[src/logic/cpu_control_pkg.sv]
// CPU memory-interface state encoding and bus master indices used by the top level and the arbiter
`default_nettype none

package cpu_control_pkg;

	// Wait states 1 and 2 form the bank switch penalty for each access kind
	typedef enum logic [3:0] {
		state_halt = 4'd0, // Asleep, nothing is fetched
		state_execute = 4'd1, // Fetching and executing non-memory instructions
		state_wait_ready1 = 4'd2, // First penalty cycle on a fetch bank switch
		state_wait_ready2 = 4'd3, // Waiting for the grant of the new fetch bank
		state_execute_load = 4'd4, // Performing loads
		state_wait_load1 = 4'd5, // First penalty cycle before a load in another bank
		state_wait_load2 = 4'd6, // Waiting for the grant of the load bank
		state_execute_store = 4'd7, // Performing stores
		state_wait_store1 = 4'd8, // First penalty cycle before a store in another bank
		state_wait_store2 = 4'd9 // Waiting for the grant of the store bank
	} cpu_mem_state_t;

	localparam int master_count = 2; // CPU and DMA

	typedef logic [$clog2(master_count)-1:0] master_index_t;

	localparam master_index_t master_cpu = master_index_t'(0); // Port 0 of the arbiter
	localparam master_index_t master_dma = master_index_t'(1); // Port 1 of the arbiter

endpackage

`default_nettype wire

[src/logic/memory_bus_pkg.sv]
// Shared bus widths, bank split and request/response types for the masters, arbiter and RAM banks
`default_nettype none

package memory_bus_pkg;

	localparam int address_bits = 16; // Word address, no byte addressing
	localparam int data_bits = 16; // One memory word
	localparam int bank_count = 4; // Banks selected by the top address bits
	localparam int bank_select_bits = 2; // Top bits of the address pick the bank
	localparam int bank_offset_bits = 14; // Word index inside one bank

	typedef logic [address_bits-1:0] address_t;
	typedef logic [data_bits-1:0] word_t;
	typedef logic [bank_select_bits-1:0] bank_index_t;
	typedef logic [bank_offset_bits-1:0] bank_offset_t;

	// What a master drives toward the arbiter
	typedef struct packed {
		logic valid; // Held until the access is granted
		logic wr; // Store when high, read when low
		address_t address; // Full word address, bank in the top bits
		word_t write_data; // Only meaningful with wr
	} mem_request_t;

	// What one bank sees after arbitration
	typedef struct packed {
		logic enable; // An access takes place this edge
		logic wr; // Write the word, otherwise register a read
		bank_offset_t offset; // Word inside the bank
		word_t write_data;
	} bank_request_t;

	// Read data back to a master, one cycle after the accepted read
	typedef struct packed {
		logic read_valid; // Single cycle strobe
		word_t read_data;
	} mem_response_t;

	// Bank that an address falls into
	function automatic bank_index_t bank_of(input address_t address);
		return address[address_bits-1 -: bank_select_bits];
	endfunction

endpackage

`default_nettype wire

[src/logic/cpu_memory_interface.sv]
// CPU side bus master that sequences fetches, loads and stores and pays wait states on bank switches
`default_nettype none

module cpu_memory_interface (
	input wire logic CLK,
	input wire logic RSTb,
	input wire logic load_memory, // Next access is a load
	input wire logic store_memory, // Next access is a store
	input wire logic halt, // Put the CPU to sleep
	input wire logic wake, // Leave the halt state
	input wire memory_bus_pkg::address_t pc, // Fetch address from the core
	input wire memory_bus_pkg::address_t load_store_address,
	input wire memory_bus_pkg::word_t store_data,
	input wire logic memory_ready, // Grant level from the arbiter
	output memory_bus_pkg::mem_request_t memory_request,
	output logic is_executing,
	output logic is_fetching
);
	import memory_bus_pkg::*;
	import cpu_control_pkg::*;

	cpu_mem_state_t state;
	cpu_mem_state_t state_next;
	address_t address_r; // Address currently presented to the arbiter
	address_t next_address;
	logic bank_switch; // Next address lives in another bank

	always_ff @(posedge CLK) begin
		if (!RSTb) begin
			state <= state_wait_ready1; // Comes out of reset fetching from address zero
			address_r <= '0;
		end else begin
			state <= state_next;
			address_r <= next_address;
		end
	end

	// A new address is only taken while an instruction executes
	always_comb begin
		next_address = address_r;
		if (is_executing)
			next_address = (load_memory || store_memory) ? load_store_address : pc;
	end

	assign bank_switch = bank_of(next_address) != bank_of(address_r);

	always_comb begin
		state_next = state;
		case (state)
			state_halt:
				if (wake)
					state_next = state_wait_ready1; // Re-enter through the fetch penalty
			state_execute:
				if (halt)
					state_next = state_halt;
				else if (load_memory)
					state_next = bank_switch ? state_wait_load1 : state_execute_load;
				else if (store_memory)
					state_next = bank_switch ? state_wait_store1 : state_execute_store;
				else if (bank_switch)
					state_next = state_wait_ready1;
			state_wait_ready1:
				state_next = state_wait_ready2;
			state_wait_ready2:
				if (memory_ready)
					state_next = state_execute;
			state_execute_load:
				if (!load_memory)
					state_next = bank_switch ? state_wait_ready1 : state_execute;
				else if (bank_switch)
					state_next = state_wait_load1; // Back to back load into another bank
			state_wait_load1:
				state_next = state_wait_load2;
			state_wait_load2:
				if (memory_ready)
					state_next = state_execute_load;
			state_execute_store:
				if (!store_memory)
					state_next = bank_switch ? state_wait_ready1 : state_execute;
				else if (bank_switch)
					state_next = state_wait_store1;
			state_wait_store1:
				state_next = state_wait_store2;
			state_wait_store2:
				if (memory_ready)
					state_next = state_execute_store;
			default:
				state_next = state_halt;
		endcase
	end

	assign is_executing = state inside {state_execute, state_execute_load, state_execute_store};
	assign is_fetching = state == state_execute;

	// Valid is dropped only in halt and in the first penalty cycle
	always_comb begin
		memory_request.valid = 1'b0;
		memory_request.wr = 1'b0;
		case (state)
			state_execute, state_wait_ready2, state_execute_load, state_wait_load2:
				memory_request.valid = 1'b1;
			state_execute_store, state_wait_store2: begin
				memory_request.valid = 1'b1;
				memory_request.wr = 1'b1;
			end
			default: ;
		endcase
		memory_request.address = address_r;
		memory_request.write_data = store_data;
	end

	// Execute states are only entered with a grant, which stays while the bank stays the same
	assert property (@(posedge CLK) disable iff (!RSTb) is_executing |-> memory_ready)
		else $error("CPU executing without the grant of its bank");

endmodule

`default_nettype wire

[config.mk]
export PLATFORM = sky130hd
export DESIGN_NAME = cpu_memory_interface
export DESIGN_NICKNAME = d
export VERILOG_FILES = /design/src/logic/cpu_control_pkg.sv /design/src/logic/memory_bus_pkg.sv /design/src/logic/cpu_memory_interface.sv
export SDC_FILE = /design/constraint.sdc
export NUM_CORES = 1
export LEC_CHECK = 0
export BUFFER_PORTS_ARGS = -buffer_cell sky130_fd_sc_hd__clkbuf_2
export CORE_AREA = 5 5 76 78
export CTS_BUF_LIST = sky130_fd_sc_hd__clkbuf_2 sky130_fd_sc_hd__clkbuf_4 sky130_fd_sc_hd__clkbuf_8
export DETAILED_ROUTE_END_ITERATION = 8
export DIE_AREA = 0 0 81 83
export PLACE_DENSITY_LB_ADDON = 0.12
export SYNTH_ARGS = -nofsm -noshare
export SYNTH_HDL_FRONTEND = slang
export SYNTH_SLANG_ARGS = --single-unit
[constraint.sdc]
create_clock -name CLK -period 1.62 [get_ports CLK]
set_input_delay 0.162 -clock CLK [delete_from_list [all_inputs] [get_ports CLK]]
set_output_delay 0.162 -clock CLK [all_outputs]
set_load 0.02 [all_outputs]
==> qor.txt <==
PortBufs = 58
dominant synthesized flop cell = dfxtp_1
final worst-path cycle share = 104%
GR Util All Layers = 13.7%
fill count = 547
Ant. Diodes = 0
Worst EP required = 1.81 ns
simple-gate share of the synthesized area = 22.0%
CTS HTree Levels = 1
Mean Syn Cell Area = 7.83 um^2
Power Internal = 1990 uW
DP HPWL = 3430 um
Worst-Skew Late Latency = 0.26 ns
Slew Limit Fails = 0
Max clock buf depth = 2
global-route wire length before repair = 7560 um
Sequential Area = 407 um^2
Post-synth EDFFs = 0
syn nets = 239
LEAKAGE = 0.00103 uW
die extent in y = 83 um
DRT Pass-1 Iters = 4
Pwr Density = 1420 nW/um^2
complex-gate fraction of the synthesized area = 34.8%
fin util = 45.4%
peak supply drop = 0.657 mV
initial antenna violation count = 0
Worst Clk Skew = 0.00685 ns
via/cell ratio = 4.81
CTS clock-pin slew for the worst setup and hold paths = 0.08 ns
Flop pwr share = 22.8%
CP Class = reg2reg
FF-to-FF path depth = 5
GPL Wtd Cong = 0.833
unrepaired setup endpoints after global routing = true
largest family of logic cells by synthesized area = compound AO/OA/AOI/OAI gates
Starting Density = 28.7%
io pins = 91
via count = 1593
status = finished, violations left
Final Hold Vio Count = 0
synth-to-layout area growth = 58.0%
element type at the critical path start = flip-flop
total die area = 6720 um^2
clk root buf = clkbuf_8
TritonCTS clock tree = built
multiplexer share of the synthesized area = 0.695%
Yosys reg bits = 20
Hold Path Stages = 2
pin count of the biggest net entering global routing = 19
Horiz. Die Dim = 81 um
top cell type's share of synthesized area = 27.8%
nets = 317
FFs w/ async S/R, synth = 0%
Synth Area in Adders = 0%
top-count cell post-synth = nor2_1
Final ANT Viol Nets = 0
Mapped Area = 1440 um^2
post-synthesis xor/xnor area fraction = 0.608%
clock power share = 15.7%
DR iter-0 viols = 66
failing checks = negative setup slack
Max Fclk = 596 MHz
Synth area leaders = dfxtp_1 28%, a311oi_1 9.7%, buf_4 8.9%, o21ai_0 7.3%, nor2_1 6.8%
post-route setup slack = -0.0574 ns
Routed WL per cell = 14.2 um
vias in the first global route = 1619
max cap viols = 0
clk sinks = 20
Yosys cell types = 45
multi-input logic area = 942 um^2
Max FO, Critical Path = 7
row count = 26
Cells after Synth = 184
crit path DAT = 1.87 ns
final setup violation count = 5
setup_tns = -0.191 ns
Slew HR = 79.2%
drt total wl = 4710 um
DR DRC count = 0
sequential element share of the synthesized area = 27.8%
layout cells sized above 1 = 53.6%
Core Region = 5010 um^2
yosys warns = 0
Comb power frac = 61.5%
Least-Margin Pin Slew = 0.311 ns
most frequent cells after synthesis = 26 x nor2_1, 22 x nand2_1, 21 x o21ai_0
NetSw = 1240 uW
Sw Ratio = 38.5%
min-delay worst type = in2reg
cell taking the most area after synthesis = dfxtp_1
final critical-path required period = 1.68 ns
Inserted Clock Buffers = 3
Crit. End Element = flip-flop
grt ovf = 0
Pwr Total = 3230 uW
## state kept, by name (all words and copies together), names as in the netlist
signal	count
address_r	16
state	4
## cells in the final DEF, fill, tap and decap left out, types with 3 or more instances in the layout
| cell type | n |
|---|---|
| buf_6 | 7 |
| clkbuf_8 | 6 |
| inv_1 | 3 |
| nor2_1 | 21 |
| nand2_1 | 20 |
| a311oi_1 | 15 |
| o21ai_0 | 21 |
| clkbuf_2 | 54 |
| nor2_4 | 3 |
| dfxtp_1 | 17 |
| buf_4 | 36 |
## critical path, cell delays in order (launching register included)
cell       delay (ns)
dfxtp_1          0.31
or4b_4           0.57
o41ai_4          0.29
o2bb2ai_4        0.15
buf_4            0.16
o221ai_2         0.13
## logic make-up after synthesis
logic type | Yosys count
buffers and inverters | 35
AO/OA/AOI/OAI | 62
AND/OR/NAND/NOR | 65
multiplexers | 1
flip-flops | 20
XOR/XNOR | 1
## layer usage
metal | share of wire, % | global-route usage, % | wire length, um
met1 | 44 | 17.5 | 2070
met2 | 48 | 22.9 | 2280
met4 | 0.98 | 4.15 | 46
met3 | 6.6 | 2.81 | 309
met5 | 0 | 0 | 0
## final timing paths
| path | slack [ns] | startpoint | endpoint |
|---|---|---|---|
| worst max-delay path | -0.06 | state[1] | state[1] |
| worst min-delay path | 0.1 | RSTb | state[1] |
| worst max register to register | -0.06 | state[1] | state[1] |
| worst min register to register | 0.50 | address_r[6] | address_r[6] |
## final cells by class
type / count / share of cell area, %
well taps: 70 / 3.85
multi-input cells: 129 / 41.4
inverters: 4 / 0.660
flip-flops and latches: 20 / 17.9
clock buffers: 3 / 1.81
repair buffers: 104 / 33.1
clock inverters: 1 / 1.32
## timing repair
action | CTS | global route
resized for setup | 29 | 12
hold buffers | 0 | 0
endpoints found under the setup margin | 23 | 14
gates cloned | 1 | 1
hold endpoints to repair | 0 | 0
pin swaps | 3 | 8
setup buffers | 2 | 7
## stage by stage
stage	setup WS (ns)	cell area, um^2	hold slack, ns	instances
2_1_floorplan	-0.0353	1470	0.228	184
3_3_place_gp	-0.147	1930	0.324	316
3_5_place_dp	-0.152	1930	0.324	316
4_1_cts	-0.0720	2150	0.0921	323
5_1_grt	-0.128	2280	0.101	331
6_report	-0.0574	2280	0.0986	331
## power groups by stage
stage          clock network [uW]  registers, uW  logic, uW
2_1_floorplan                   0            861        886
3_3_place_gp                    0            741       1570
3_5_place_dp                    0            739       1560
4_1_cts                       519            738       1780
5_1_grt                       545            761       2140
6_report                      506            737       1990
(Power assumes the default switching activity.)
