$ cat src/logic/memory_bus_pkg.sv
// Shared bus widths, bank split and request/response types for the masters, arbiter and RAM banks
`default_nettype none

package memory_bus_pkg;

	localparam int address_bits = 16; // Word address, no byte addressing
	localparam int data_bits = 16; // One memory word
	localparam int bank_count = 4; // Banks selected by the top address bits
	localparam int bank_select_bits = 2; // Top bits of the address pick the bank
	localparam int bank_offset_bits = 14; // Word index inside one bank

	typedef logic [address_bits-1:0] address_t;
	typedef logic [data_bits-1:0] word_t;
	typedef logic [bank_select_bits-1:0] bank_index_t;
	typedef logic [bank_offset_bits-1:0] bank_offset_t;

	// What a master drives toward the arbiter
	typedef struct packed {
		logic valid; // Held until the access is granted
		logic wr; // Store when high, read when low
		address_t address; // Full word address, bank in the top bits
		word_t write_data; // Only meaningful with wr
	} mem_request_t;

	// What one bank sees after arbitration
	typedef struct packed {
		logic enable; // An access takes place this edge
		logic wr; // Write the word, otherwise register a read
		bank_offset_t offset; // Word inside the bank
		word_t write_data;
	} bank_request_t;

	// Read data back to a master, one cycle after the accepted read
	typedef struct packed {
		logic read_valid; // Single cycle strobe
		word_t read_data;
	} mem_response_t;

	// Bank that an address falls into
	function automatic bank_index_t bank_of(input address_t address);
		return address[address_bits-1 -: bank_select_bits];
	endfunction

endpackage

`default_nettype wire

$ cat src/logic/dma_copy_engine.sv
// Second bus master that copies a block of words from a source to a destination address
`default_nettype none

module dma_copy_engine (
	input wire logic CLK,
	input wire logic RSTb,
	input wire logic start, // Single cycle pulse, ignored while busy
	input wire memory_bus_pkg::address_t source_address,
	input wire memory_bus_pkg::address_t destination_address,
	input wire logic [memory_bus_pkg::bank_offset_bits-1:0] word_count,
	output memory_bus_pkg::mem_request_t memory_request,
	input wire logic memory_ready, // Grant level from the arbiter
	input wire memory_bus_pkg::mem_response_t memory_response,
	output logic busy,
	output logic done // One cycle pulse after the last write
);
	import memory_bus_pkg::*;

	typedef enum logic [1:0] {
		dma_idle,
		dma_read, // Read request toward the source word
		dma_wait_response, // Valid dropped until the read data strobe
		dma_write // Write request toward the destination word
	} dma_state_t;

	dma_state_t state;
	address_t source_r;
	address_t destination_r;
	logic [bank_offset_bits-1:0] remaining; // Words still to copy, including the current one
	word_t copy_word; // Word in flight between read and write

	always_ff @(posedge CLK) begin
		if (!RSTb) begin
			state <= dma_idle;
			done <= 1'b0;
		end else begin
			done <= 1'b0;
			case (state)
				dma_idle:
					if (start && word_count != '0)
						state <= dma_read; // A zero length start does nothing
				dma_read:
					if (memory_ready)
						state <= dma_wait_response;
				dma_wait_response:
					if (memory_response.read_valid)
						state <= dma_write;
				dma_write:
					if (memory_ready) begin
						state <= (remaining == 1) ? dma_idle : dma_read;
						done <= remaining == 1;
					end
				default:
					state <= dma_idle;
			endcase
		end
	end

	// Block parameters are sampled every idle cycle so the start edge captures them
	always_ff @(posedge CLK) begin
		if (state == dma_idle) begin
			source_r <= source_address;
			destination_r <= destination_address;
			remaining <= word_count;
		end else if (state == dma_write && memory_ready) begin
			source_r <= source_r + 1'b1;
			destination_r <= destination_r + 1'b1;
			remaining <= remaining - 1'b1;
		end
		if (state == dma_wait_response && memory_response.read_valid)
			copy_word <= memory_response.read_data;
	end

	always_comb begin
		memory_request.valid = state == dma_read || state == dma_write;
		memory_request.wr = state == dma_write;
		memory_request.address = (state == dma_write) ? destination_r : source_r;
		memory_request.write_data = copy_word;
	end

	assign busy = state != dma_idle;

	// A start from idle never lands in the cycle of the previous done pulse
	assert property (@(posedge CLK) disable iff (!RSTb) (start && !busy) |-> !done)
		else $error("DMA started in the same cycle as done");

endmodule

`default_nettype wire

$ cat config.mk
export PLATFORM = sky130hd
export DESIGN_NAME = dma_copy_engine
export DESIGN_NICKNAME = d
export VERILOG_FILES = /design/src/logic/memory_bus_pkg.sv /design/src/logic/dma_copy_engine.sv
export SDC_FILE = /design/constraint.sdc
export NUM_CORES = 1
export LEC_CHECK = 0
export BUFFER_PORTS_ARGS = -buffer_cell sky130_fd_sc_hd__buf_2
export CORE_ASPECT_RATIO = 1.2
export CORE_UTILIZATION = 45
export DETAILED_ROUTE_END_ITERATION = 7
export GPL_TIMING_DRIVEN = 0
export PLACE_DENSITY_LB_ADDON = 0.15
export SYNTH_ARGS = -nofsm -noshare
export SYNTH_HDL_FRONTEND = slang
export SYNTH_SLANG_ARGS = --single-unit
$ cat constraint.sdc
create_clock -name CLK -period 3.55 [get_ports CLK]
set_input_delay 1.065 -clock CLK [delete_from_list [all_inputs] [get_ports CLK]]
set_output_delay 1.065 -clock CLK [all_outputs]
set_load 0.005 [all_outputs]
==> results of run 1 <==
[worst paths after layout]
path,to
max,memory_request[31]
min,state[1]$_SDFFE_PN0P_
max reg2reg,destination_r[3]$_DFFE_PP_
min reg2reg,state[1]$_SDFFE_PN0P_
[worst max-delay path, cell delays in order (launching register included)]
cell and delay, ps:
dfxtp_1 430, ha_1 230, clkbuf_1 530, mux2_2 420, buf_2 130
[cell type report]
class	count	area, um2
fillers	655	2988
flip-flops and latches	65	1922
multi-input cells	229	1528
repair buffers	103	530.5
clock inverters	7	125.1
clock buffers	9	123.9
well taps	90	112.6
plain buffers	12	46.29
inverters	7	26.28
[through the flow]
stage	worst slack [ps]	instances	util (%)	cell area (um2)	hold WS, ps
final	397.0	522	59.63	4414	589.4
after global routing	329.1	522	59.63	4414	640.7
after CTS	394.6	522	59.63	4414	595.0
after detailed placement	791.5	506	56.27	4165	582.3
after global placement	434.7	505	55.97	4143	567.2
after floorplan	1034	313	-	3520	538.9
[cell families (layout without fill, tap and decap cells)]
logic type / Yosys count / after routing / share of synthesized area, %
multiplexers: 22 / 22 / 7.003
adder cells (fa/ha/maj): 9 / 9 / 3.199
XOR/XNOR: 40 / 40 / 9.954
AND/OR/NAND/NOR: 114 / 114 / 16.71
buffers and inverters: 19 / 138 / 2.062
flip-flops: 65 / 65 / 54.60
AO/OA/AOI/OAI: 44 / 44 / 6.470
[routing by layer]
layer | up-vias | track usage (%) | wire length (um)
met1 | 1287 | 27.07 | 3671
met2 | 94 | 34.36 | 3845
met5 | - | 0 | 0
li1 | 1362 | - | -
met4 | 0 | 10.88 | 188
met3 | 13 | 3.333 | 491
[state kept, by name (all words and copies together), names as in the netlist]
name / flops
copy_word: 16
destination_r: 16
done: 1
state: 2
source_r: 16
remaining: 14
[power groups by stage]
| stage | Sequential (mW) | Clock, mW | Combinational [mW] |
|---|---|---|---|
| 2_1_floorplan | 1.64 | 0 | 1.02 |
| 3_3_place_gp | 1.74 | 0 | 1.43 |
| 3_5_place_dp | 1.73 | 0 | 1.51 |
| 4_1_cts | 1.71 | 0.803 | 1.52 |
| 5_1_grt | 1.77 | 0.831 | 1.68 |
| 6_report | 1.71 | 0.793 | 1.50 |
[cell usage in the layout, fill, tap and decap left out, types with 4 or more instances in the layout]
master | synthesis | layout
and3_1 | 6 | 6
inv_1 | 6 | 6
buf_2 | 1 | 103
and4_1 | 5 | 5
nor3_1 | 4 | 4
clkbuf_8 | 0 | 9
xor2_1 | 25 | 25
nor2_1 | 8 | 8
o21ai_1 | 23 | 23
xnor2_1 | 15 | 15
mux2_2 | 21 | 21
edfxtp_1 | 62 | 62
nand4_1 | 7 | 7
buf_1 | 4 | 4
nand3_1 | 12 | 12
nand2_1 | 56 | 55
o21ai_0 | 18 | 18
ha_1 | 9 | 9
clkbuf_1 | 7 | 7
==> results_dict.tcl, run 1 <==
set metrics [dict create \
    floorplan.initialDensity_pct 47.55 \
    crit_arrival_ps 2090 \
    viasPerCell 5.280 \
    cts_resized 0 \
    rows 34 \
    clock_latency_ps 340 \
    startpoint "state[0]$_SDFFE_PN0P_" \
    fin_nets 503 \
    status "finished clean" \
    required_ps 2480 \
    cts_root_buffer "clkbuf_8" \
    drtIter0Drc 120 \
    grt_max_degree 30 \
    synth-async-reset-ratio_pct 0 \
    holdBufCountCts 0 \
    drive_gt1_share_pct 34.26 \
    synth_edf_count 62 \
    min_period_ps 3153 \
    ys_seq_area_share_pct 54.60 \
    power_frac_seq_pct 42.8 \
    syn-cell-area_um2 3520 \
    critical_path.max_fanout 10 \
    core_area_um2 7402 \
    skew_ps 8.377 \
    hp-class "reg -> reg" \
    r2r_slack_ps 1300 \
    rr_startpoint "state[0]$_SDFFE_PN0P_" \
    portBuffers 102 \
    critPathKind "reg -> out" \
    setup_tns_ps 0 \
    synth_nets 389 \
    p_int_mw 2.490 \
    maxCapViolCount 0 \
    yosysUniqueCellTypes 36 \
    total_power_mw 4.009 \
    grt_pass1_wl_um 12750 \
    vdd_drop_max_uv 554.8 \
    rsz0062_at_grt "false" \
    worst_slew_pin_slew_ps 668.2 \
    gp_congestion 0.7695 \
    cts-htree-levels 3 \
    die_w_um 82.74 \
    crit_path_start_kind "flip-flop" \
    finalMaxSlewViolations 0 \
    synthTopCellsByArea "edfxtp_1 (53%), mux2_2 (6.7%), xor2_1 (6.2%)" \
    synth_top_area_share_pct 52.90 \
    synth_seq_cells 65 \
    synth_top_cells_by_count "edfxtp_1 (62), nand2_1 (56), xor2_1 (25)" \
    cts_setup_buffers 0 \
    cts_tree "built" \
    num_antenna_cells 0 \
    setup_viol 0 \
    area_delta_synth_final_pct 25.42 \
    power_leakage_nw 1.772 \
    synth_top_cell_by_area "edfxtp_1" \
    r2r_cells 5 \
    hold_path_depth 2 \
    numCtsBuffers 9 \
    p_sw_mw 1.519 \
    synthFlopType "edfxtp_1" \
    relSlewSlack_pct 55.46 \
    pin_count 103 \
    die_h_um 98.88 \
    netlist_instances 313 \
    cts_buffer_depth 2 \
    hpwl_um 5997 \
    wl_per_cell_um 15.70 \
    cts.sinks 65 \
    grt_pass1_vias 2690 \
    end_kind "output port" \
    p_clk_share_pct 19.8 \
    antenna_found_initial 0 \
    hold_violations 0 \
    clk_pin_slew_worst_paths_ps 80 \
    totalWireLength_um 8196 \
    max_freq_mhz 317.2 \
    via_count 2756 \
    drc_errors 0 \
    grt_usage_pct 21.28 \
    swShare_pct 37.88 \
    overflow 0 \
    finalCritPeriodShare_pct 88.82 \
    dr.pass1.iters 4 \
    syn_avg_cell_area_um2 11.24 \
    hp-start "state[1]$_SDFFE_PN0P_" \
    synth_most_common_cell "edfxtp_1" \
    comb_power_share_pct 37.4 \
    antenna_left 0 \
    power_density_nw_per_um2 908.2 \
    ys_warn_count 0 \
    die-area_um2 8181 \
]
Note: power is estimated with default switching activity, not from simulation.
==> inputs of run 2 (changes only) <==
Settings changed: REMOVE_ABC_BUFFERS set to 1.
==> results_dict.tcl, run 2 (synthesis gave the netlist of run 1 again) <==
set metrics [dict create \
    status "finished clean" \
    grtUsageMet1_pct 24.08 \
    grt_pass1_vias 2658 \
    drive_gt1_share_pct 35.39 \
    num_antenna_cells 0 \
    end_kind "output port" \
    preCtsSetupSlack_ps 652.8 \
    clk_pin_slew_worst_paths_ps 70 \
    r2r_cells 8 \
    dr.pass1.iters 4 \
    area_delta_synth_final_pct 25.24 \
    overflow 0 \
    required_ps 2480 \
    worst_slew_pin_slew_ps 977.0 \
    cts_tree "built" \
    use_met3_pct 3.981 \
    crit_arrival_ps 2170 \
    grtUsageMet2_pct 31.65 \
    holdBufCountCts 0 \
    vdd_drop_max_uv 645.4 \
    grt_max_degree 54 \
    hold_violations 0 \
    mostFrequentLayoutCell "buf_2" \
    cp_slowest_stage_delay_ps 830 \
    final_cell_mix "buf_2 (102), edfxtp_1 (62), nand2_1 (55), xor2_1 (25), o21ai_1 (23)" \
    holdPathEnd "state[1]$_SDFFE_PN0P_" \
    drtIter0Drc 107 \
    cts_root_buffer "clkbuf_8" \
    die-area_um2 8181 \
    portBuffers 102 \
    fin_cells 511 \
    floorplan.initialDensity_pct 47.55 \
    fin_nets 492 \
    antenna_found_initial 0 \
    critical_path_buf_inv_count 1 \
    placed_cells 495 \
    min_period_ps 3233 \
    grt_busiest_layer "met2" \
    cp_top_family "adder cells" \
    crit_chain "ha_1, mux2_2, buf_2" \
    hpwl_um 5311 \
    pin_count 103 \
    r2r_end "state[0]$_SDFFE_PN0P_" \
    cts_setup_buffers 0 \
    gp_congestion 0.7768 \
    core_area_um2 7402 \
    rr_startpoint "state[0]$_SDFFE_PN0P_" \
    cts_resized 0 \
    skew_ps 7.398 \
    max_freq_mhz 309.3 \
    setup_tns_ps 0 \
    grt_pass1_wl_um 11850 \
    grt_usage_pct 19.36 \
    relSlewSlack_pct 34.87 \
    rows 34 \
    finalMaxSlewViolations 0 \
    cts_buffer_depth 2 \
    critPathKind "reg -> out" \
    finalCritPeriodShare_pct 91.07 \
    critPathSlowestCell "ha_1" \
    cts-htree-levels 3 \
    power_density_nw_per_um2 906.9 \
    drc_errors 0 \
    critical_path.max_fanout 22 \
    setup_viol 0 \
    die_h_um 98.88 \
    worst_slack_ps 317.0 \
    crit_path_start_kind "flip-flop" \
    clock_latency_ps 340 \
    power_leakage_nw 1.771 \
    numCtsBuffers 9 \
    via_count 2680 \
    hold_path_depth 2 \
    rsz0062_at_grt "false" \
    r2r_slack_ps 1060 \
    cts.sinks 65 \
    antenna_left 0 \
    viasPerCell 5.245 \
    maxCapViolCount 0 \
    hp-start "state[1]$_SDFFE_PN0P_" \
    totalWireLength_um 7415 \
    reg_top3 "copy_word x16, destination_r x16, source_r x16" \
    hp-class "reg -> reg" \
    die_w_um 82.74 \
    wl_per_cell_um 14.51 \
]
-- run 2: changes by cell type in the layout (fill, tap and decap cells not counted) --
cell and delta:
clkinv_2 +1, bufinv_16 +1, ha_2 +1, ha_1 -1, buf_2 -1, buf_1 -4
inv_6 -2, buf_12 +1, clkbuf_1 -7
-- run 2: area by class of cell --
cell class                 instances  area, um2
multi-input combinational        229       1530
tap                               90      112.6
timing repair buffer             104      550.5
sequential                        65       1922
inverter                           7      26.28
clock inverter                     7      142.6
clock buffer                       9      123.9
fill                             650       2994
-- run 2: where the power goes --
part	switching [mW]	internal (mW)	leakage, nW
combinational	0.802	0.655	0.998
clock	0.297	0.539	0.133
sequential	0.335	1.37	0.639
-- run 2: worst reg2reg max path, delay by kind of cell, from the launching register on --
family | cells | cell delay (ps)
AO/OA/AOI/OAI | 1 | 200
adder cells (fa/ha/maj) | 1 | 540
buffers and inverters | 3 | 580
flip-flops | 1 | 360
AND/OR/NAND/NOR | 3 | 740
-- run 2: per-layer routing --
| layer | vias up | wire, um |
|---|---|---|
| met5 | - | 0 |
| met4 | 0 | 125 |
| met3 | 10 | 519 |
| met2 | 95 | 3462 |
| met1 | 1237 | 3308 |
| li1 | 1338 | - |
-- run 2: worst max path at each step --
stage	slack, ps	end	cells after the start	startpoint
floorplan	-40	destination_r[0]$_DFFE_PP_	4	state[0]$_SDFFE_PN0P_
global placement	-1370	destination_r[7]$_DFFE_PP_	4	state[0]$_SDFFE_PN0P_
detailed placement	650	memory_request[29]	3	state[0]$_SDFFE_PN0P_
CTS	280	memory_request[29]	3	state[0]$_SDFFE_PN0P_
global route	180	memory_request[30]	3	state[0]$_SDFFE_PN0P_
finish	320	memory_request[29]	3	state[0]$_SDFFE_PN0P_
-- run 2: through the flow --
stage          hold WS, ps  area [um2]  total power, mW  util [%]
2_1_floorplan        538.9        3473            2.646         -
3_5_place_dp         579.4        4141            3.179     55.95
5_1_grt              632.8        4408            4.298     59.55
6_report             593.9        4408            3.998     59.55
4_1_cts              595.2        4408            4.026     59.55
3_3_place_gp         559.5        4096            3.129     55.34
==> inputs of run 3 (changes only) <==
Settings changed: CORE_UTILIZATION 45 to 56.
==> results_dict.tcl, run 3 (synthesis gave the netlist of run 1 again) <==
set metrics [dict create \
    vdd_drop_max_uv 624.4 \
    critPathKind "reg -> out" \
    worst_slack_ps 328.7 \
    power_leakage_nw 1.729 \
    drc_errors 0 \
    cts_root_buffer "clkbuf_8" \
    drive_gt1_share_pct 35.39 \
    required_ps 2480 \
    num_antenna_cells 0 \
    via_count 2611 \
    die-area_um2 6607 \
    grt_max_degree 44 \
    hpwl_um 4976 \
    clk_pin_slew_worst_paths_ps 70 \
    reg_top3 "copy_word x16, destination_r x16, source_r x16" \
    whs_ps 601.0 \
    finalMaxSlewViolations 0 \
    gp_congestion 0.8068 \
    viasPerCell 5.191 \
    placed_cells 487 \
    maxCapViolCount 0 \
    grt_pass1_vias 2560 \
    clock_latency_ps 340 \
    die_w_um 74.37 \
    final_cell_mix "buf_2 (102), edfxtp_1 (62), nand2_1 (55), xor2_1 (25), o21ai_1 (23)" \
    drtIter0Drc 122 \
    area_delta_synth_final_pct 22.93 \
    finalCritPeriodShare_pct 90.74 \
    placed_cell_area_um2 4131 \
    cts_resized 0 \
    floorplan.initialDensity_pct 58.17 \
    dr.pass1.iters 4 \
    wl_per_cell_um 13.96 \
    cts_setup_buffers 0 \
    end_kind "output port" \
    hp-class "reg -> reg" \
    total_power_mw 3.768 \
    fin_cells 503 \
    numCtsBuffers 9 \
    rsz0062_at_grt "false" \
    mostFrequentLayoutCell "buf_2" \
    crit_arrival_ps 2160 \
    status "finished clean" \
    rows 31 \
    overflow 0 \
    cts_tree "built" \
    crit_path_start_kind "flip-flop" \
    skew_ps 4.607 \
    relSlewSlack_pct 34.86 \
    critical_path.max_fanout 22 \
    totalWireLength_um 7023 \
    portBuffers 102 \
    cts_buffer_depth 2 \
    max_freq_mhz 310.4 \
    cts.sinks 65 \
    preCtsSetupSlack_ps 715.9 \
    power_density_nw_per_um2 870.9 \
    fin_nets 492 \
    min_period_ps 3221 \
    grt_pass1_wl_um 11300 \
    pin_count 103 \
    die_h_um 88.85 \
    cts-htree-levels 3 \
    core_area_um2 6051 \
    holdBufCountCts 0 \
    setup_viol 0 \
    worst_slew_pin_slew_ps 977.1 \
    antenna_found_initial 0 \
    stdcell_area_um2 4327 \
    hold_violations 0 \
    antenna_left 0 \
    grt_usage_pct 23.18 \
]
-- run 3: cell count changes in the layout (fill, tap and decap cells not counted), sizes merged --
cell      delta
clkinvlp     +3
bufinv       -3
-- run 3: path summary, 6_finish.rpt --
check | cells after the start | endpoint | slack, ps | start
hold / removal | 2 | state[1]$_SDFFE_PN0P_ | 600 | state[1]$_SDFFE_PN0P_
setup / recovery | 3 | memory_request[18] | 330 | state[0]$_SDFFE_PN0P_
hold reg to reg | 2 | state[1]$_SDFFE_PN0P_ | 600 | state[1]$_SDFFE_PN0P_
setup reg to reg | 7 | state[0]$_SDFFE_PN0P_ | 1210 | state[0]$_SDFFE_PN0P_
-- run 3: layout make-up --
class / instances / area, um2
multi-input cells: 229 / 1530
inverters: 7 / 26.28
repair buffers: 104 / 550.5
clock buffers: 9 / 123.9
well taps: 82 / 102.6
clock inverters: 7 / 71.32
flip-flops and latches: 65 / 1922
fillers: 487 / 1724
-- run 3: report_power, final --
part           leakage (nW)  total (mW)  internal [mW]  switching, mW
sequential            0.639        1.71           1.37          0.337
combinational         0.998        1.44          0.657          0.786
clock                0.0912       0.620          0.322          0.297
total                  1.73        3.77           2.35           1.42
-- run 3: metal layers --
metal  track usage [%]  vias up  routed length (um)  part of all wire, %
met5                 0        -                   0                    0
met2             37.92       83                3378                   48
li1                  -     1336                   -                    -
met3             4.100       12                 320                  4.6
met4             12.18        0                 141                  2.0
met1             29.20     1180                3182                   45
-- run 3: metrics by stage --
step | setup TNS (ps) | util, %
6_report | 0 | 71.51
5_1_grt | 0 | 71.51
4_1_cts | 0 | 71.51
3_5_place_dp | 0 | 68.28
3_3_place_gp | -56250 | 67.54
2_1_floorplan | -2059 | -
-- run 3: worst max-delay path, cell delays in order, from the launching register on --
cell and delay [ps]:
dfxtp_1 420, ha_1 830, mux2_2 430, buf_2 130
