**src/logic/cpu_control_pkg.sv**
```systemverilog
// CPU memory-interface state encoding and bus master indices used by the top level and the arbiter
`default_nettype none

package cpu_control_pkg;

	// Wait states 1 and 2 form the bank switch penalty for each access kind
	typedef enum logic [3:0] {
		state_halt = 4'd0, // Asleep, nothing is fetched
		state_execute = 4'd1, // Fetching and executing non-memory instructions
		state_wait_ready1 = 4'd2, // First penalty cycle on a fetch bank switch
		state_wait_ready2 = 4'd3, // Waiting for the grant of the new fetch bank
		state_execute_load = 4'd4, // Performing loads
		state_wait_load1 = 4'd5, // First penalty cycle before a load in another bank
		state_wait_load2 = 4'd6, // Waiting for the grant of the load bank
		state_execute_store = 4'd7, // Performing stores
		state_wait_store1 = 4'd8, // First penalty cycle before a store in another bank
		state_wait_store2 = 4'd9 // Waiting for the grant of the store bank
	} cpu_mem_state_t;

	localparam int master_count = 2; // CPU and DMA

	typedef logic [$clog2(master_count)-1:0] master_index_t;

	localparam master_index_t master_cpu = master_index_t'(0); // Port 0 of the arbiter
	localparam master_index_t master_dma = master_index_t'(1); // Port 1 of the arbiter

endpackage

`default_nettype wire

```
**src/logic/memory_bus_pkg.sv**
```systemverilog
// Shared bus widths, bank split and request/response types for the masters, arbiter and RAM banks
`default_nettype none

package memory_bus_pkg;

	localparam int address_bits = 16; // Word address, no byte addressing
	localparam int data_bits = 16; // One memory word
	localparam int bank_count = 4; // Banks selected by the top address bits
	localparam int bank_select_bits = 2; // Top bits of the address pick the bank
	localparam int bank_offset_bits = 14; // Word index inside one bank

	typedef logic [address_bits-1:0] address_t;
	typedef logic [data_bits-1:0] word_t;
	typedef logic [bank_select_bits-1:0] bank_index_t;
	typedef logic [bank_offset_bits-1:0] bank_offset_t;

	// What a master drives toward the arbiter
	typedef struct packed {
		logic valid; // Held until the access is granted
		logic wr; // Store when high, read when low
		address_t address; // Full word address, bank in the top bits
		word_t write_data; // Only meaningful with wr
	} mem_request_t;

	// What one bank sees after arbitration
	typedef struct packed {
		logic enable; // An access takes place this edge
		logic wr; // Write the word, otherwise register a read
		bank_offset_t offset; // Word inside the bank
		word_t write_data;
	} bank_request_t;

	// Read data back to a master, one cycle after the accepted read
	typedef struct packed {
		logic read_valid; // Single cycle strobe
		word_t read_data;
	} mem_response_t;

	// Bank that an address falls into
	function automatic bank_index_t bank_of(input address_t address);
		return address[address_bits-1 -: bank_select_bits];
	endfunction

endpackage

`default_nettype wire

```
**src/logic/bank_arbiter.sv**
```systemverilog
// Per-bank grant between the CPU and DMA masters with sticky ownership and read-data routing
`default_nettype none

module bank_arbiter (
	input wire logic CLK,
	input wire logic RSTb,
	input wire memory_bus_pkg::mem_request_t requests [cpu_control_pkg::master_count],
	output logic [cpu_control_pkg::master_count-1:0] grants,
	output memory_bus_pkg::mem_response_t responses [cpu_control_pkg::master_count],
	output memory_bus_pkg::bank_request_t bank_requests [memory_bus_pkg::bank_count],
	input wire memory_bus_pkg::word_t bank_read_data [memory_bus_pkg::bank_count]
);
	import memory_bus_pkg::*;
	import cpu_control_pkg::*;

	logic [bank_count-1:0] want [master_count]; // One hot bank each master targets
	logic [bank_count-1:0] owned [master_count]; // Banks held by each master
	logic [bank_count-1:0] held; // Bank has an owner
	logic [bank_count-1:0] held_next;
	logic [bank_count-1:0] active; // Owner still targets the bank, an access happens
	master_index_t owner [bank_count]; // Kept after release, so it also names the last served
	master_index_t owner_next [bank_count];
	bank_index_t read_bank [master_count]; // Bank of the read accepted last cycle
	logic [master_count-1:0] read_pending;

	always_comb begin
		for (int m = 0; m < master_count; m++) begin
			want[m] = '0;
			want[m][bank_of(requests[m].address)] = requests[m].valid;
			for (int b = 0; b < bank_count; b++)
				owned[m][b] = held[b] && owner[b] == master_index_t'(m);
			grants[m] = |(owned[m] & want[m]); // Ownership qualified by the current target
		end
		for (int b = 0; b < bank_count; b++)
			active[b] = held[b] && want[owner[b]][b];
	end

	// Search starts after the last owner, so the other master wins a contended bank
	always_comb begin
		master_index_t candidate;
		for (int b = 0; b < bank_count; b++) begin
			held_next[b] = active[b];
			owner_next[b] = owner[b];
			for (int k = 1; k <= master_count; k++) begin
				candidate = master_index_t'((int'(owner[b]) + k) % master_count);
				if (!held_next[b] && want[candidate][b]) begin
					held_next[b] = 1'b1;
					owner_next[b] = candidate;
				end
			end
		end
	end

	always_ff @(posedge CLK) begin
		if (!RSTb) begin
			held <= '0;
			owner <= '{default: master_dma}; // CPU wins the first contention
			read_pending <= '0;
		end else begin
			held <= held_next;
			owner <= owner_next;
			for (int m = 0; m < master_count; m++)
				read_pending[m] <= grants[m] && !requests[m].wr;
		end
	end

	always_ff @(posedge CLK) begin
		for (int m = 0; m < master_count; m++)
			if (grants[m])
				read_bank[m] <= bank_of(requests[m].address);
	end

	always_comb begin
		for (int b = 0; b < bank_count; b++) begin
			bank_requests[b].enable = active[b];
			bank_requests[b].wr = requests[owner[b]].wr;
			bank_requests[b].offset = requests[owner[b]].address[bank_offset_bits-1:0];
			bank_requests[b].write_data = requests[owner[b]].write_data;
		end
		for (int m = 0; m < master_count; m++) begin
			responses[m].read_valid = read_pending[m];
			responses[m].read_data = bank_read_data[read_bank[m]];
		end
	end

	for (genvar m = 0; m < master_count; m++) begin : g_master_check
		assert property (@(posedge CLK) disable iff (!RSTb) $onehot0(owned[m]))
			else $error("Master %0d owns more than one bank", m);
	end

	for (genvar b = 0; b < bank_count; b++) begin : g_bank_check
		// Both masters newly asking for a free bank, the one not served last takes it
		assert property (@(posedge CLK) disable iff (!RSTb)
			(!held[b] && want[master_cpu][b] && want[master_dma][b])
			|=> held[b] && owner[b] != $past(owner[b]))
			else $error("Bank %0d contention not won by the master served less recently", b);
	end

endmodule

`default_nettype wire

```
**config.mk**
```make
export PLATFORM = sky130hd
export DESIGN_NAME = bank_arbiter
export DESIGN_NICKNAME = d
export VERILOG_FILES = /design/src/logic/cpu_control_pkg.sv /design/src/logic/memory_bus_pkg.sv /design/src/logic/bank_arbiter.sv
export SDC_FILE = /design/constraint.sdc
export NUM_CORES = 1
export LEC_CHECK = 0
export BUFFER_PORTS_ARGS = -buffer_cell sky130_fd_sc_hd__buf_2
export CAP_MARGIN = 20
export CORE_AREA = 5 5 113 115
export CTS_BUF_LIST = sky130_fd_sc_hd__clkbuf_16
export DETAILED_ROUTE_END_ITERATION = 10
export DIE_AREA = 0 0 118 120
export PLACE_DENSITY_LB_ADDON = 0.3
export SYNTH_ARGS = -nofsm -noshare
export SYNTH_HDL_FRONTEND = slang
export SYNTH_SLANG_ARGS = --single-unit
```
**constraint.sdc**
```tcl
create_clock -name CLK -period 2.6 [get_ports CLK]
set_input_delay 0.52 -clock CLK [delete_from_list [all_inputs] [get_ports CLK]]
set_output_delay 0.52 -clock CLK [all_outputs]
set_load 0.01 [all_outputs]
```
==> results of run 1 <==
[power breakdown]
part	internal [mW]	switching [mW]	leakage (nW)
Sequential	0.233	0.0102	0.118
Clock	0.203	0.0852	0.0423
Combinational	0.393	0.351	2.16
[flip-flops by register name (all words and copies together) (netlist names)]
register,count
read_bank,4
held,4
owner,4
read_pending,2
[kinds of logic (layout without fill, tap and decap cells)]
kind of cell	after synthesis	in the layout	share of synthesized area (%)
multiplexers	156	156	72.36
AND/OR/NAND/NOR	31	31	6.993
buffers and inverters	26	311	5.779
AO/OA/AOI/OAI	18	18	4.146
flip-flops	14	14	10.72
other	0	2	0
[per-layer routing]
metal,wire length (um),track usage (%),share of wire [%]
met1,4508,17.29,36
met2,6760,31.90,54
met3,1162,4.524,9.2
met4,133,3.369,1.1
met5,0,0,0
[synth_stat cells]
master	count	share of area, %
nor3b_2	2	0.84
buf_12	2	1.3
a21bo_2	1	0.34
mux4_2	20	15
inv_1	1	0.13
edfxtp_1	4	4.0
mux4_1	12	11
and2_1	1	0.21
a41oi_1	2	0.59
a32oi_1	1	0.29
and3_1	2	0.42
dfxtp_1	10	6.7
o21ai_0	4	0.67
a21oi_1	3	0.50
buf_6	2	0.75
buf_4	1	0.25
a21boi_0	3	0.75
o21a_1	4	1.0
clkbuf_1	1	0.13
and3b_1	4	1.2
nand2_1	4	0.50
nand4b_1	2	0.59
mux2_2	124	47
nand4_1	3	0.63
nand2b_1	5	1.0
buf_2	19	3.2
nand3_1	5	0.84
nand3b_1	3	0.75
[path summary, 6_finish.rpt]
kind	from	end	slack [ns]	cells past startpoint
max	read_bank[0][0]	responses[32]	0.41	3
max reg2reg	owner[2]	read_bank[0][2]	1.24	3
min reg2reg	held[0]	owner[3]	0.59	2
min	requests[30]	read_bank[0][2]	0.51	1
[through the flow]
| step | power [mW] | utilization, % |
|---|---|---|
| 2_1_floorplan | 0.6351 | - |
| 3_3_place_gp | 0.9903 | 39.02 |
| 3_5_place_dp | 0.9965 | 39.02 |
| 4_1_cts | 1.291 | 39.69 |
| 5_1_grt | 1.353 | 39.73 |
| 6_report | 1.275 | 39.73 |
[area by class of cell]
cell class                      instances  area, um2  area share (%)
Clock inverter                          1      3.754         0.08067
Antenna cell                            2      5.005          0.1076
Inverter                                1      3.754         0.08067
Multi-Input combinational cell        205       2495           53.62
Timing Repair Buffer                  306       1567           33.66
Sequential cell                        14      320.3           6.884
Clock buffer                            3      75.07           1.613
Tap cell                              147      183.9           3.953
==> metrics.log, run 1 <==
[metrics] post-route fraction of the period consumed by the critical path: 84.33%
[metrics] post-place instance area: 0.004569 mm2
[metrics] setup violation total in the final timing report: 0
[metrics] number of global-route vias before repair: 3718
[metrics] reported max-cap violation count: 0
[metrics] weighted congestion reported at the end of routability-driven placement: 0.8632
[metrics] CTS tree: done
[metrics] global-route wire length before repair: 19550 um
[metrics] final non-filler cell total: 679
[metrics] Max IR drop VDD: 136.2 uV
[metrics] Filler Cell Count: 1185
[metrics] number of vias after detailed routing: 3426
[metrics] critical path arrival: 1.67 ns
[metrics] placed wire-length estimate: 10640 um
[metrics] worst max-slew margin expressed relative to the limit: 51.52%
[metrics] family with the most delay on the worst path: multiplexers
[metrics] run status: finished clean
[metrics] ratio of cells with drive above 1 in the final layout: 86.04%
[metrics] Leak: 2.324 nW
[metrics] count of different cell masters after synthesis: 28
[metrics] Chip Height: 120 um
[metrics] H-tree depth reported by CTS: 1
[metrics] transition time of the tightest slew-check pin: 0.7272 ns
[metrics] DRC errors left: 0
[metrics] number of nets in the final layout: 665
[metrics] overall die area: 0.01416 mm2
[metrics] Inst Count DP: 673
[metrics] maximum clock frequency: 456.1 MHz
[metrics] number of max-slew violations in the final report: 0
[metrics] hold buffer count at cts: 0
[metrics] clock tree skew after final layout: 0.001984 ns
[metrics] Clock Tree Root: clkbuf_16
[metrics] endpoint kind of the worst setup timing path: output port
[metrics] maximum buffer depth of the clock tree: 2
[metrics] Min-Delay Path Class: in -> reg
[metrics] GR Util All Layers: 16.31%
[metrics] post-route minimum period: 2.192 ns
[metrics] initial cell density of the core: 25.51%
[metrics] Buffers & Inverters on Critical Path: 2
[metrics] maximum number of pins on one net before global-route repair: 27
[metrics] Syn Std Cell Area: 0.002988 mm2
[metrics] Hold Vio Cnt, Final: 0
[metrics] commonest non-fill, non-tap cell in the layout: buf_2
[metrics] cell type of the slowest stage on the worst timing path: mux4_1
[metrics] number of vias per cell after detailed routing: 5.046
[metrics] Final Routed Wirelength: 12570 um
[metrics] Post-Synthesis Cells: 245
[metrics] Starting DRT DRC Count: 152
[metrics] Critical Path, Cell by Cell: buf_4, mux4_1, buf_2
[metrics] average routed wire per standard cell: 18.51 um
[metrics] Syn Nets: 379
[metrics] worst path required time: 2.08 ns
[metrics] slack of the critical path: 0.4075 ns
[metrics] initial antenna violation count: 2
[metrics] TritonCTS sink count: 14
[metrics] Chip Width: 118 um
[metrics] Buffers on Ports: 297
[metrics] ratio of total power to cell area: 274.0 mW/mm2
[metrics] total overflow reported by the global router: 0
[metrics] register clock-pin slew on the reported worst setup and hold paths: 0.05 ns
[metrics] start-to-end type of the worst setup path: reg -> out
[metrics] highest cell delay on the worst timing path: 0.64 ns
[metrics] yosys warns: 0
[metrics] RSZ-0062 raised after global routing: false
[metrics] area of the core: 0.01171 mm2
[metrics] FF+latch count, synth: 14
[metrics] Detailed Routing Iterations Pass 1: 4
[metrics] worst hold margin: 0.5141 ns
[metrics] number of cell rows: 40
[metrics] antenna-violating nets left: 0
[metrics] average instance area after synthesis: 12.20 um2
[metrics] top fanout value on the critical path: 16
[metrics] post-placement worst setup slack: 0.6023 ns
[metrics] CTS Buf Count: 3
[metrics] Finished Cell Area: 0.004653 mm2
[metrics] category of the worst setup path launch point: flip-flop
[metrics] number of top-level pins: 298
[metrics] total negative setup slack: 0 ns
[metrics] area added between synthesis and finish: 55.74%
[metrics] number of cells upsized or downsized after cts: 0
[metrics] sequential element share of the synthesized area: 10.72%
[metrics] clock latency reported for the late side of the worst-skew pair: 0.24 ns
[metrics] commonest non-fill, non-tap cells in the layout: buf_2 (297), mux2_2 (124), mux4_2 (20)
[metrics] setup bufs post-CTS: 0
Power figures use the tool's default switching activity.
==> run 2, diff against run 1 <==
--- a/config.mk
+++ b/config.mk
@@ -7,10 +7,10 @@
 export LEC_CHECK = 0
 export BUFFER_PORTS_ARGS = -buffer_cell sky130_fd_sc_hd__buf_2
 export CAP_MARGIN = 20
-export CORE_AREA = 5 5 113 115
+export CORE_AREA = 5 5 114 116
 export CTS_BUF_LIST = sky130_fd_sc_hd__clkbuf_16
 export DETAILED_ROUTE_END_ITERATION = 10
-export DIE_AREA = 0 0 118 120
+export DIE_AREA = 0 0 119 121
 export PLACE_DENSITY_LB_ADDON = 0.3
 export SYNTH_ARGS = -nofsm -noshare
 export SYNTH_HDL_FRONTEND = slang
==> constraint.sdc (replaced) <==
create_clock -name CLK -period 2.2 [get_ports CLK]
set_input_delay 0.44 -clock CLK [delete_from_list [all_inputs] [get_ports CLK]]
set_output_delay 0.44 -clock CLK [all_outputs]
set_load 0.01 [all_outputs]
==> run 2 against run 1 <==
Via count down 1.3%. Sequential share of layout area about the same. Critical path depth stayed put. Hold slack lost 0.076 ns. First-iteration DRC count shrank 24%. Final area rose by 0.43%. Wire length decreased by 0.38%. Flip-flop and latch count unchanged. Die area is 1.7% higher. Global-route usage is 0.40 points lower.
==> metrics.log, run 2 (synthesis gave the netlist of run 1 again) <==
[metrics] run status: finished clean
[metrics] weighted congestion reported at the end of routability-driven placement: 0.8443 (-2.2%)
[metrics] clock latency reported for the late side of the worst-skew pair: 0.24 ns (about the same)
[metrics] area occupied by multi-input gates: 0.002495 mm2 (unchanged)
[metrics] TritonCTS sink count: 14 (unchanged)
[metrics] Leak: 2.334 nW (+0.44%)
[metrics] number of vias per cell after detailed routing: 4.963 (-1.6%)
[metrics] Chip Height: 121 um (+0.83%)
[metrics] transition time of the tightest slew-check pin: 0.3363 ns (-0.3910 ns)
[metrics] Filler Cell Count: 1177 (-0.68%)
[metrics] antenna-violating nets left: 0 (unchanged)
[metrics] top fanout value on the critical path: 16 (unchanged)
[metrics] Chip Width: 119 um (+0.85%)
[metrics] met1 layer usage reported by global route: 16.41% (-0.88 points)
[metrics] worst path required time: 1.76 ns (-0.32 ns)
[metrics] Max IR drop VDD: 144.9 uV (+6.3%)
[metrics] critical path arrival: 1.65 ns (-0.02 ns)
[metrics] commonest non-fill, non-tap cells in the layout: buf_2 (297), mux2_2 (124), mux4_2 (20)
[metrics] Hold Vio Cnt, Final: 0 (unchanged)
[metrics] Detailed Routing Iterations Pass 1: 4 (unchanged)
[metrics] placed wire-length estimate: 10600 um (-0.41%)
[metrics] Buffers on Ports: 297 (unchanged)
[metrics] total negative setup slack: 0 ns (unchanged)
[metrics] endpoint kind of the worst setup timing path: output port
[metrics] CTS Buf Count: 3 (unchanged)
[metrics] footprint of the flip-flops and latches: 320.3 um2 (unchanged)
[metrics] initial antenna violation count: 1 (-1)
[metrics] number of global-route vias before repair: 3587 (-3.5%)
[metrics] clock tree skew after final layout: 0.002125 ns (+0.0001412 ns)
[metrics] initial cell density of the core: 25.30% (-0.22 points)
[metrics] worst hold margin: 0.4382 ns (-0.07591 ns)
[metrics] number of nets in the final layout: 668 (+0.45%)
[metrics] global-route wire length before repair: 18930 um (-3.1%)
[metrics] number of max-slew violations in the final report: 0 (unchanged)
[metrics] setup violation total in the final timing report: 0 (unchanged)
[metrics] post-route fraction of the period consumed by the critical path: 94.81%
[metrics] DRC errors left: 0 (unchanged)
[metrics] number of vias after detailed routing: 3380 (-1.3%)
[metrics] post-route minimum period: 2.086 ns
[metrics] CTS tree: done
[metrics] ratio of total power to cell area: 323.8 mW/mm2 (+18%)
[metrics] GR Util All Layers: 15.91% (-0.40 points)
[metrics] registers with the highest flip-flop counts: held (4), owner (4), read_bank (4)
[metrics] category of the worst setup path launch point: flip-flop
[metrics] area added between synthesis and finish: 56.41%
[metrics] total overflow reported by the global router: 0 (unchanged)
[metrics] ratio of cells with drive above 1 in the final layout: 86.12% (about the same)
[metrics] met2 routing resource usage after global routing: 31.54% (-0.35 points)
[metrics] post-layout utilization of the core: 39.57% (-0.17 points)
[metrics] Final Routed Wirelength: 12520 um (-0.38%)
[metrics] maximum buffer depth of the clock tree: 2 (unchanged)
[metrics] maximum number of pins on one net before global-route repair: 29 (+7.4%)
[metrics] Clock Tree Root: clkbuf_16
[metrics] R2R depth: 3 (unchanged)
[metrics] number of top-level pins: 298 (unchanged)
[metrics] area of the core: 0.01181 mm2 (+0.85%)
[metrics] H-tree depth reported by CTS: 1 (unchanged)
[metrics] overall die area: 0.01440 mm2 (+1.7%)
[metrics] number of cell rows: 40 (unchanged)
[metrics] hold buffer count at cts: 0 (unchanged)
[metrics] number of cells upsized or downsized after cts: 0 (unchanged)
[metrics] Top Usage Layer GRT: met2
[metrics] start-to-end type of the worst setup path: reg -> out
[metrics] average routed wire per standard cell: 18.38 um (-0.67%)
[metrics] Min-Delay Path Class: in -> reg
[metrics] commonest non-fill, non-tap cell in the layout: buf_2
[metrics] maximum clock frequency: 479.4 MHz
[metrics] RSZ-0062 raised after global routing: false
[metrics] setup bufs post-CTS: 0 (unchanged)
[metrics] routing usage on met3: 4.662% (+0.14 points)
[metrics] register clock-pin slew on the reported worst setup and hold paths: 0.05 ns (about the same)
[metrics] worst max-slew margin expressed relative to the limit: 77.58% (+26 points)
[metrics] Starting DRT DRC Count: 116 (-24%)
[metrics] Cells on Worst Hold Path: 1 (unchanged)
[metrics] reported max-cap violation count: 0 (unchanged)
## run 2: cell count changes in the layout (fill, tap and decap cells not counted)
cell | previous run | this run
clkinv_1 | 0 | 1
buf_4 | 8 | 11
inv_1 | 2 | 1
diode_2 | 2 | 1
## run 2: final timing paths
kind                    from               to  slack, ns
max          read_bank[0][0]    responses[32]       0.11
min             requests[30]  read_bank[0][2]       0.44
max reg2reg         owner[1]  read_bank[0][2]       0.90
min reg2reg          held[0]         owner[3]       0.58
## run 2: worst max-delay path, stage by stage (launching register included)
cell,delay [ns]
edfxtp_1,0.34
buf_4,0.29
mux4_1,0.61
buf_2,0.16
## run 2: metrics by stage
| stage | setup slack, ns | cell area [um2] | total power, mW | std cells |
|---|---|---|---|---|
| final | 0.1142 | 4673 | 1.513 | 681 |
| after floorplan | 0.6393 | 2988 | 0.7505 | 245 |
| after global placement | 0.3672 | 4592 | 1.170 | 676 |
| after CTS | 0.08995 | 4671 | 1.526 | 680 |
| after global routing | 0.04443 | 4673 | 1.605 | 681 |
| after detailed placement | 0.3523 | 4592 | 1.179 | 676 |
## run 2: cell type report
cell class | count | share of cell area [%]
Antenna cell | 1 | 0.05355
Clock buffer | 3 | 1.606
Clock inverter | 1 | 0.08032
Inverter | 1 | 0.08032
Multi-Input combinational cell | 205 | 53.39
Sequential cell | 14 | 6.854
Tap cell | 147 | 3.936
Timing Repair Buffer | 309 | 34.00
## run 2: layer usage
metal | up-vias | wire length (um) | part of all wire (%)
met5 | - | 0 | 0
met4 | 0 | 89 | 0.71
met3 | 11 | 1165 | 9.3
met2 | 202 | 6884 | 55
met1 | 1581 | 4378 | 35
li1 | 1586 | - | -
## run 2: report_power, final
group          leakage [nW]  total [mW]  switching [mW]  internal (mW)
sequential            0.118       0.281         0.00613          0.275
combinational          2.18       0.885           0.419          0.466
clock                0.0385       0.347           0.107          0.241
